<file path="src/design/ram_tile_defines.svh">
// --------------------------------------
// Geometry of the RAM tile. RAM_WIDTH must equal RAM_WORD_W * RAM_NUM_WORDS
// and RAM_ADDR_W must cover RAM_DEPTH rows
// --------------------------------------
`ifndef RAM_TILE_DEFINES_SVH
`define RAM_TILE_DEFINES_SVH

// Number of rows in the tile
`define RAM_DEPTH 16

// Row address width, enough to index every row
`define RAM_ADDR_W 4

// Bits per row and bits per write word
`define RAM_WIDTH 32
`define RAM_WORD_W 8

// Words per row, one word-enable bit each
`define RAM_NUM_WORDS 4

// Number of independent write and read ports
`define RAM_NUM_WR 2
`define RAM_NUM_RD 2

`endif

</file>
<file path="src/design/ram_store_pkg.sv">
// --------------------------------------
// Storage-side types. Row layout is word 0 in the low byte
// --------------------------------------
`include "ram_tile_defines.svh"

package ram_store_pkg;

  // One write word, the smallest unit a partial write can change
  typedef logic [`RAM_WORD_W-1:0] ram_word_t;

  // A full row as packed words, so that row[i] picks word i
  typedef ram_word_t [`RAM_NUM_WORDS-1:0] ram_data_t;

  // One enable bit per word of a row
  typedef logic [`RAM_NUM_WORDS-1:0] ram_word_en_t;

  // Write command for a single row, already decoded from the ports
  // en says a port targets this row this cycle
  typedef struct packed {
    logic         en;
    ram_word_en_t word_en;
    ram_data_t    data;
  } ram_row_wr_t;

endpackage

</file>
<file path="src/design/ram_port_pkg.sv">
// --------------------------------------
// External port types. Valid-only handshake with no back-pressure
// --------------------------------------
`include "ram_tile_defines.svh"

package ram_port_pkg;
  import ram_store_pkg::*;

  // Row address as seen on every port
  typedef logic [`RAM_ADDR_W-1:0] ram_addr_t;

  // Write request, counted in every cycle where valid is high
  // Only the words with a set bit in word_en are written
  typedef struct packed {
    logic         valid;
    ram_addr_t    addr;
    ram_word_en_t word_en;
    ram_data_t    data;
  } ram_wr_req_t;

  // Read request, answered combinationally in the same cycle
  typedef struct packed {
    logic      valid;
    ram_addr_t addr;
  } ram_rd_req_t;

  // Read response, valid mirrors the request valid
  typedef struct packed {
    logic      valid;
    ram_data_t data;
  } ram_rd_resp_t;

endpackage

</file>
<file path="src/design/ram_flops_tile.sv">
// --------------------------------------
// 2W/2R flop RAM, 16x32 with byte enables. Read in same cycle, write in one
// --------------------------------------
`include "ram_tile_defines.svh"

module ram_flops_tile
  import ram_store_pkg::*;
  import ram_port_pkg::*;
#(
  // Same-cycle write to read forwarding
  parameter bit enable_bypass = 1'b1
) (
  input  logic                                  wr_clk,
  input  logic                                  wr_rst,
  input  ram_wr_req_t  [`RAM_NUM_WR-1:0]        wr_req,
  input  ram_rd_req_t  [`RAM_NUM_RD-1:0]        rd_req,
  output ram_rd_resp_t [`RAM_NUM_RD-1:0]        rd_resp
);

  // Decoded write command for each row
  ram_row_wr_t [`RAM_DEPTH-1:0] row_wr;

  // Current contents of each row, fed to the read mux
  ram_data_t [`RAM_DEPTH-1:0] row_data;

  // Port-to-row write steering
  ram_wr_steer ram_wr_steer_inst (
    .wr_clk (wr_clk),
    .wr_rst (wr_rst),
    .wr_req (wr_req),
    .row_wr (row_wr)
  );

  // --------------------------------------
  // Row array
  // --------------------------------------
  for (genvar i = 0; i < `RAM_DEPTH; i++) begin : gen_rows
    ram_row ram_row_inst (
      .wr_clk   (wr_clk),
      .wr_rst   (wr_rst),
      .row_wr   (row_wr[i]),
      .row_data (row_data[i])
    );
  end

  // Read ports, with the raw write requests for forwarding
  ram_rd_mux #(
    .enable_bypass (enable_bypass)
  ) ram_rd_mux_inst (
    .wr_clk  (wr_clk),
    .wr_rst  (wr_rst),
    .rows    (row_data),
    .wr_req  (wr_req),
    .rd_req  (rd_req),
    .rd_resp (rd_resp)
  );

endmodule

</file>
<file path="src/design/ram_rd_mux.sv">
// --------------------------------------
// Bypass adds a combinational path from write ports to read data
// --------------------------------------
`include "ram_tile_defines.svh"

module ram_rd_mux
  import ram_store_pkg::*;
  import ram_port_pkg::*;
#(
  // 1 forwards same-cycle write words, 0 returns the value before the write
  parameter bit enable_bypass = 1'b1
) (
  input  logic                                  wr_clk,
  input  logic                                  wr_rst,
  input  ram_data_t    [`RAM_DEPTH-1:0]         rows,
  input  ram_wr_req_t  [`RAM_NUM_WR-1:0]        wr_req,
  input  ram_rd_req_t  [`RAM_NUM_RD-1:0]        rd_req,
  output ram_rd_resp_t [`RAM_NUM_RD-1:0]        rd_resp
);

  // Row picked by each read address before any forwarding
  ram_data_t [`RAM_NUM_RD-1:0] stored_data;

  // Which write ports hit each read port's address this cycle
  logic [`RAM_NUM_RD-1:0][`RAM_NUM_WR-1:0] wr_match;

  // --------------------------------------
  // Row select and address compare
  // --------------------------------------

  always_comb begin
    for (int rp = 0; rp < `RAM_NUM_RD; rp++) begin
      stored_data[rp] = rows[rd_req[rp].addr];
      for (int wp = 0; wp < `RAM_NUM_WR; wp++) begin
        wr_match[rp][wp] = wr_req[wp].valid && (wr_req[wp].addr == rd_req[rp].addr);
      end
    end
  end

  // --------------------------------------
  // Merge and response
  // --------------------------------------

  // Start from the stored row and overlay enabled words of a matching write
  // Write ports never share an address, so at most one port matches
  always_comb begin
    for (int rp = 0; rp < `RAM_NUM_RD; rp++) begin
      rd_resp[rp].valid = rd_req[rp].valid;
      rd_resp[rp].data  = stored_data[rp];
      if (enable_bypass) begin
        for (int wp = 0; wp < `RAM_NUM_WR; wp++) begin
          for (int w = 0; w < `RAM_NUM_WORDS; w++) begin
            if (wr_match[rp][wp] && wr_req[wp].word_en[w]) begin
              rd_resp[rp].data[w] = wr_req[wp].data[w];
            end
          end
        end
      end
    end
  end

  // --------------------------------------
  // Checks
  // --------------------------------------

  // With forwarding, a full write to the read row replaces the whole word set
  // in the same cycle, regardless of what the row array holds
  if (enable_bypass) begin : gen_bypass_checks
    for (genvar rp = 0; rp < `RAM_NUM_RD; rp++) begin : gen_rd
      for (genvar wp = 0; wp < `RAM_NUM_WR; wp++) begin : gen_wr
        bypass_full_word_a : assert property (
          @(posedge wr_clk) disable iff (wr_rst)
          (rd_req[rp].valid && wr_match[rp][wp] && (&wr_req[wp].word_en))
            |-> (rd_resp[rp].data == wr_req[wp].data)
        ) else $error("Read port %0d missed bypass from write port %0d", rp, wp);
      end
    end
  end

endmodule

</file>
<file path="src/design/ram_row.sv">
// --------------------------------------
// One row of flops. Reset always clears the stored words
// --------------------------------------
`include "ram_tile_defines.svh"

module ram_row
  import ram_store_pkg::*;
(
  input  logic        wr_clk,
  input  logic        wr_rst,
  input  ram_row_wr_t row_wr,
  output ram_data_t   row_data
);

  // Stored words of this row
  ram_data_t row_q;

  // --------------------------------------
  // Storage
  // --------------------------------------

  // Each word loads on its own enable, others keep their value
  always_ff @(posedge wr_clk) begin
    if (wr_rst) begin
      row_q <= '0;
    end else if (row_wr.en) begin
      for (int w = 0; w < `RAM_NUM_WORDS; w++) begin
        if (row_wr.word_en[w]) begin
          row_q[w] <= row_wr.data[w];
        end
      end
    end
  end

  // Read side sees the flops directly, no output stage
  assign row_data = row_q;

  // --------------------------------------
  // Checks
  // --------------------------------------

  // A row nobody wrote must hold its contents into the next cycle
  row_stable_a : assert property (
    @(posedge wr_clk) disable iff (wr_rst)
    !row_wr.en |=> $stable(row_data)
  ) else $error("Row changed without a write enable");

endmodule

</file>
<file path="src/design/ram_wr_steer.sv">
// --------------------------------------
// Write ports must not share an address in one cycle. No arbitration is done
// --------------------------------------
`include "ram_tile_defines.svh"

module ram_wr_steer
  import ram_store_pkg::*;
  import ram_port_pkg::*;
(
  input  logic                                 wr_clk,
  input  logic                                 wr_rst,
  input  ram_wr_req_t [`RAM_NUM_WR-1:0]       wr_req,
  output ram_row_wr_t [`RAM_DEPTH-1:0]        row_wr
);

  // Hit matrix grouped by row, so each row sees which ports target it
  logic [`RAM_DEPTH-1:0][`RAM_NUM_WR-1:0] row_hit;

  // --------------------------------------
  // Address decode
  // --------------------------------------

  // Each valid port raises exactly one row bit
  always_comb begin
    for (int row = 0; row < `RAM_DEPTH; row++) begin
      for (int wp = 0; wp < `RAM_NUM_WR; wp++) begin
        row_hit[row][wp] = wr_req[wp].valid && (wr_req[wp].addr == ram_addr_t'(row));
      end
    end
  end

  // --------------------------------------
  // Per-row command build
  // --------------------------------------

  // At most one port hits a row, so an AND-OR select is enough
  // and no priority chain is built
  always_comb begin
    for (int row = 0; row < `RAM_DEPTH; row++) begin
      row_wr[row] = '0;
      for (int wp = 0; wp < `RAM_NUM_WR; wp++) begin
        if (row_hit[row][wp]) begin
          row_wr[row].word_en |= wr_req[wp].word_en;
          row_wr[row].data    |= wr_req[wp].data;
        end
      end
      // The row loads only when some port targets it
      row_wr[row].en = |row_hit[row];
    end
  end

  // --------------------------------------
  // Integration checks
  // --------------------------------------

  // Two ports on one address would OR their data into the row
  for (genvar pa = 0; pa < `RAM_NUM_WR - 1; pa++) begin : gen_conflict_a
    for (genvar pb = pa + 1; pb < `RAM_NUM_WR; pb++) begin : gen_conflict_b
      no_write_conflict_a : assert property (
        @(posedge wr_clk) disable iff (wr_rst)
        (wr_req[pa].valid && wr_req[pb].valid) |-> (wr_req[pa].addr != wr_req[pb].addr)
      ) else $error("Write ports %0d and %0d target the same row", pa, pb);
    end
  end

endmodule

</file>
<file path="config.mk">
export PLATFORM = sky130hd
export DESIGN_NAME = ram_flops_tile
export DESIGN_NICKNAME = d
export VERILOG_FILES = /design/src/design/ram_store_pkg.sv /design/src/design/ram_port_pkg.sv /design/src/design/ram_flops_tile.sv /design/src/design/ram_rd_mux.sv /design/src/design/ram_row.sv /design/src/design/ram_wr_steer.sv
export VERILOG_INCLUDE_DIRS = /design/src /design/src/design
export SDC_FILE = /design/constraint.sdc
export NUM_CORES = 2
export LEC_CHECK = 0
export BUFFER_PORTS_ARGS = -buffer_cell sky130_fd_sc_hd__buf_2
export CELL_PAD_IN_SITES_DETAIL_PLACEMENT = 0
export CELL_PAD_IN_SITES_GLOBAL_PLACEMENT = 1
export CORE_ASPECT_RATIO = 0.7
export CORE_MARGIN = 2
export CORE_UTILIZATION = 50
export DETAILED_ROUTE_END_ITERATION = 8
export PLACE_DENSITY_LB_ADDON = 0.1
export SETUP_SLACK_MARGIN = 0.4
export SLEW_MARGIN = 5
export SYNTH_ARGS = -nofsm -noshare
export SYNTH_HDL_FRONTEND = slang
export SYNTH_HIERARCHICAL = 1
export SYNTH_SLANG_ARGS = --single-unit
</file>
<file path="constraint.sdc">
create_clock -name wr_clk -period 2.7 [get_ports wr_clk]
set_clock_uncertainty 0.15 [all_clocks]
set_input_delay 0.405 -clock wr_clk [delete_from_list [all_inputs] [get_ports wr_clk]]
set_output_delay 0.405 -clock wr_clk [all_outputs]
set_load 0.005 [all_outputs]
</file>
==> results.ini <==
[critical_path]
worstPathBufferInverterCount = 3
slowest_stage = sky130_fd_sc_hd__mux4_2
timing.critical_path.mode_cell = sky130_fd_sc_hd__buf_6
critical_path.endpoint_type = primary output
crit_fanout = 3
path_delay_family = multiplexers
cp_data_required_time_ps = 2140
critPathLaunch = gen_rows[15].ram_row_inst/row_data[20]
reg2reg_from = gen_rows[15].ram_row_inst/row_data[28]
worst-setup-path-type = reg -> out
slowest_delay_ps = 510
worstPathArrival_ps = 2290
critical_path.cell_chain = mux4_2, o22ai_4, buf_6, o21bai_4, buf_4, o221a_4, buf_6
crit_path_start_kind = flip-flop

[sta]
tns_ps = -1635
max-slew-margin-rel = 0.4343
rsz0062_at_grt = true
final-setup-viol-count = 37
worst_tran_pin_value_ps = 848.5
slew_viol_final = 0
fmax_mhz = 351.6
final.min_clock_period_ps = 2844
setup_ws_ps = -144.3
hold_viol = 0
post-route-period-util = 1.053

[global_route]
grt_remaining_overflow = 0
grt_pass1_vias = 39770
grtUsageTotal = 0.4497
grt_max_degree = 79
antenna_found_initial = 10
first_pass_grt_wire_length_mm = 282.7

[cells_and_area]
drive_above_1_share = 0.4552
largest_register_ffs = 512
utilization = 0.6055
synthToLayoutAreaGrowth_pct = 19.34
layout.nets = 4380
final_cell_count_no_fill = 5404

[synth]
synth_area_per_cell_um2 = 9.948
postSynthCellCount = 4131
synth.distinct_cells = 43
yosys_most_used_dff = sky130_fd_sc_hd__dfxtp_1
synth_enable_flop_cells = 0
synth_nets = 4225
ys_async_sr_fraction = 0
ys_seq_area_frac = 0.2494
synth.yosys.warnings = 6
synth-seq-cells = 512
synth_area_mm2 = 0.04109

[cts]
worstSkewPairLatency_ps = 670
numCtsBuffers = 59
cts_root_buffer = sky130_fd_sc_hd__clkbuf_16
cts.reportedPaths.clkPinSlew_ps = 70
clock_tree_from_tritoncts = done
cts_max_path_buffers = 3
clock_sink_count = 512
h-tree-depth = 2

[pwr]
cellLeakagePower_nw = 15.59
vdd_ir_drop_max_uv = 492.1
cellPowerDensity_mw_per_mm2 = 433.2

[drt]
postRouteWirelength_mm = 198.3
detailedRoute.firstPassIterationCount = 9
dr.first_iter.drc_count = 7656
detail_route.vias_per_cell = 7.766
vias = 41970
drc_errors = 0
postRouteAntennaNets = 0
avgRoutedWirePerCell_um = 36.69

[floorplanning]
die-height_um = 243.9
core_area_mm2 = 0.08099
start_util = 0.5074
dieArea_mm2 = 0.08453
num_rows = 87
floorplan.die.width_um = 346.7
num_io_pins = 160

[status]
status = complete, but fails checks
violated_checks = setup timing

[flow_run]
max-cap-violations = 0

[placement]
gp_congestion = 1.012
dp_slack_ps = -349.4
placed_wire_length_estimate_mm = 137.4
placement.io_buffers = 155
placedCellCount = 5267

[hold_path]
worst_hold_path_type = in -> reg
worstHoldStart = wr_req[30]

repair_timing:
item,in CTS,in global routing
hold buffers,1,0
cloned,3,1
gates resized for setup,280,131
setup buffers,12,9
endpoints found under the setup margin,64,64
endpoints found under the hold margin,12,0
pin swaps,72,42
Yosys cell counts, types with 66 or more instances:
library cell               number  area, um^2
sky130_fd_sc_hd__buf_6        233        2624
sky130_fd_sc_hd__buf_4         66       495.5
sky130_fd_sc_hd__nand3b_1     152        1141
sky130_fd_sc_hd__mux4_2       256        5766
sky130_fd_sc_hd__o22ai_1      673        4210
sky130_fd_sc_hd__a21oi_2      448        3924
sky130_fd_sc_hd__a21bo_1      448        4484
sky130_fd_sc_hd__or3b_2        70       613.1
sky130_fd_sc_hd__buf_2        131       655.6
sky130_fd_sc_hd__dfxtp_1      512       10250
sky130_fd_sc_hd__clkbuf_1      92       345.3
sky130_fd_sc_hd__nand3_1      588        2943
metrics by stage:
stage	cell area (um^2)	hold slack [ps]	power, mW
after floorplan	41090	324.1	9.663
after global placement	44450	418.5	11.37
after detailed placement	44450	426.1	11.40
after CTS	48210	125.6	20.89
after global routing	49040	164.6	21.56
final	49040	164.3	21.24
logic make-up (layout without fill, tap and decap cells):
| kind of cell | count (synthesis) | in the layout | synth area share |
|---|---|---|---|
| AO/OA/AOI/OAI | 1880 | 1880 | 0.3735 |
| XOR/XNOR | 16 | 16 | 0.004232 |
| buffers and inverters | 565 | 768 | 0.1046 |
| flip-flops | 512 | 512 | 0.2494 |
| multiplexers | 256 | 256 | 0.1403 |
| other | 0 | 2 | 0 |
| AND/OR/NAND/NOR | 902 | 902 | 0.1279 |
layer usage:
metal	up-vias	part of all wire	track usage
met5	-	0.00018	0
met4	6	0.051	0.1895
met3	751	0.16	0.1761
met2	3768	0.39	0.6118
met1	20740	0.40	0.6272
li1	16710	-	-
final timing paths:
check,to,slack (ps),cells after the start
hold reg to reg,gen_rows[12].ram_row_inst/row_data[22],440,2
setup reg to reg,gen_rows[15].ram_row_inst/row_data[28],1660,3
setup / recovery,rd_resp[53],-140,7
hold / removal,gen_rows[7].ram_row_inst/row_data[30],160,5
worst register-to-register path, delay by kind of cell (launching register included):
kind / cells / cell delay, ps
compound gates: 2 / 350
buf+inv: 1 / 120
flops: 1 / 360
layout by cell type (no fill, tap or decap), types with 5 or more instances in the layout:
| cell type | n |
|---|---|
| sky130_fd_sc_hd__dfxtp_2 | 84 |
| sky130_fd_sc_hd__a21bo_2 | 64 |
| sky130_fd_sc_hd__buf_4 | 326 |
| sky130_fd_sc_hd__o21bai_4 | 32 |
| sky130_fd_sc_hd__buf_2 | 110 |
| sky130_fd_sc_hd__a21o_1 | 8 |
| sky130_fd_sc_hd__mux4_2 | 256 |
| sky130_fd_sc_hd__o221a_4 | 23 |
| sky130_fd_sc_hd__o221a_2 | 26 |
| sky130_fd_sc_hd__a21bo_1 | 448 |
| sky130_fd_sc_hd__o22ai_2 | 102 |
| sky130_fd_sc_hd__nand2_1 | 21 |
| sky130_fd_sc_hd__nand2_4 | 5 |
| sky130_fd_sc_hd__o221a_1 | 7 |
| sky130_fd_sc_hd__dfxtp_1 | 427 |
| sky130_fd_sc_hd__clkbuf_16 | 62 |
| sky130_fd_sc_hd__a21oi_1 | 64 |
| sky130_fd_sc_hd__nand2b_1 | 10 |
| sky130_fd_sc_hd__o21bai_1 | 24 |
| sky130_fd_sc_hd__buf_12 | 132 |
| sky130_fd_sc_hd__or3b_2 | 70 |
| sky130_fd_sc_hd__buf_6 | 81 |
| sky130_fd_sc_hd__nand3_4 | 9 |
| sky130_fd_sc_hd__nand3b_1 | 152 |
| sky130_fd_sc_hd__a21oi_2 | 448 |
| sky130_fd_sc_hd__o22ai_1 | 574 |
| sky130_fd_sc_hd__o22ai_4 | 36 |
| sky130_fd_sc_hd__a22oi_2 | 13 |
| sky130_fd_sc_hd__nor2_1 | 12 |
| sky130_fd_sc_hd__xnor2_2 | 7 |
| sky130_fd_sc_hd__xnor2_4 | 6 |
| sky130_fd_sc_hd__bufinv_16 | 11 |
| sky130_fd_sc_hd__nand3_1 | 584 |
| sky130_fd_sc_hd__clkbuf_1 | 7 |
| sky130_fd_sc_hd__clkbuf_8 | 16 |
| sky130_fd_sc_hd__clkinv_2 | 10 |
report_power, final:
part           internal (mW)  leakage (nW)  switching, mW
clock network           5.59          1.08           3.77
logic                   1.58          10.3           2.75
registers               7.55          4.17       0.000813
layout make-up:
class,instances,area [um^2]
antenna,2,5.005
clock buffer,84,1773
clock inverter,25,412.9
fill,6645,31950
multi-input combinational,3054,28390
sequential,512,10360
tap,1068,1336
timing repair buffer,659,6770
Power figures use the tool's default switching activity.
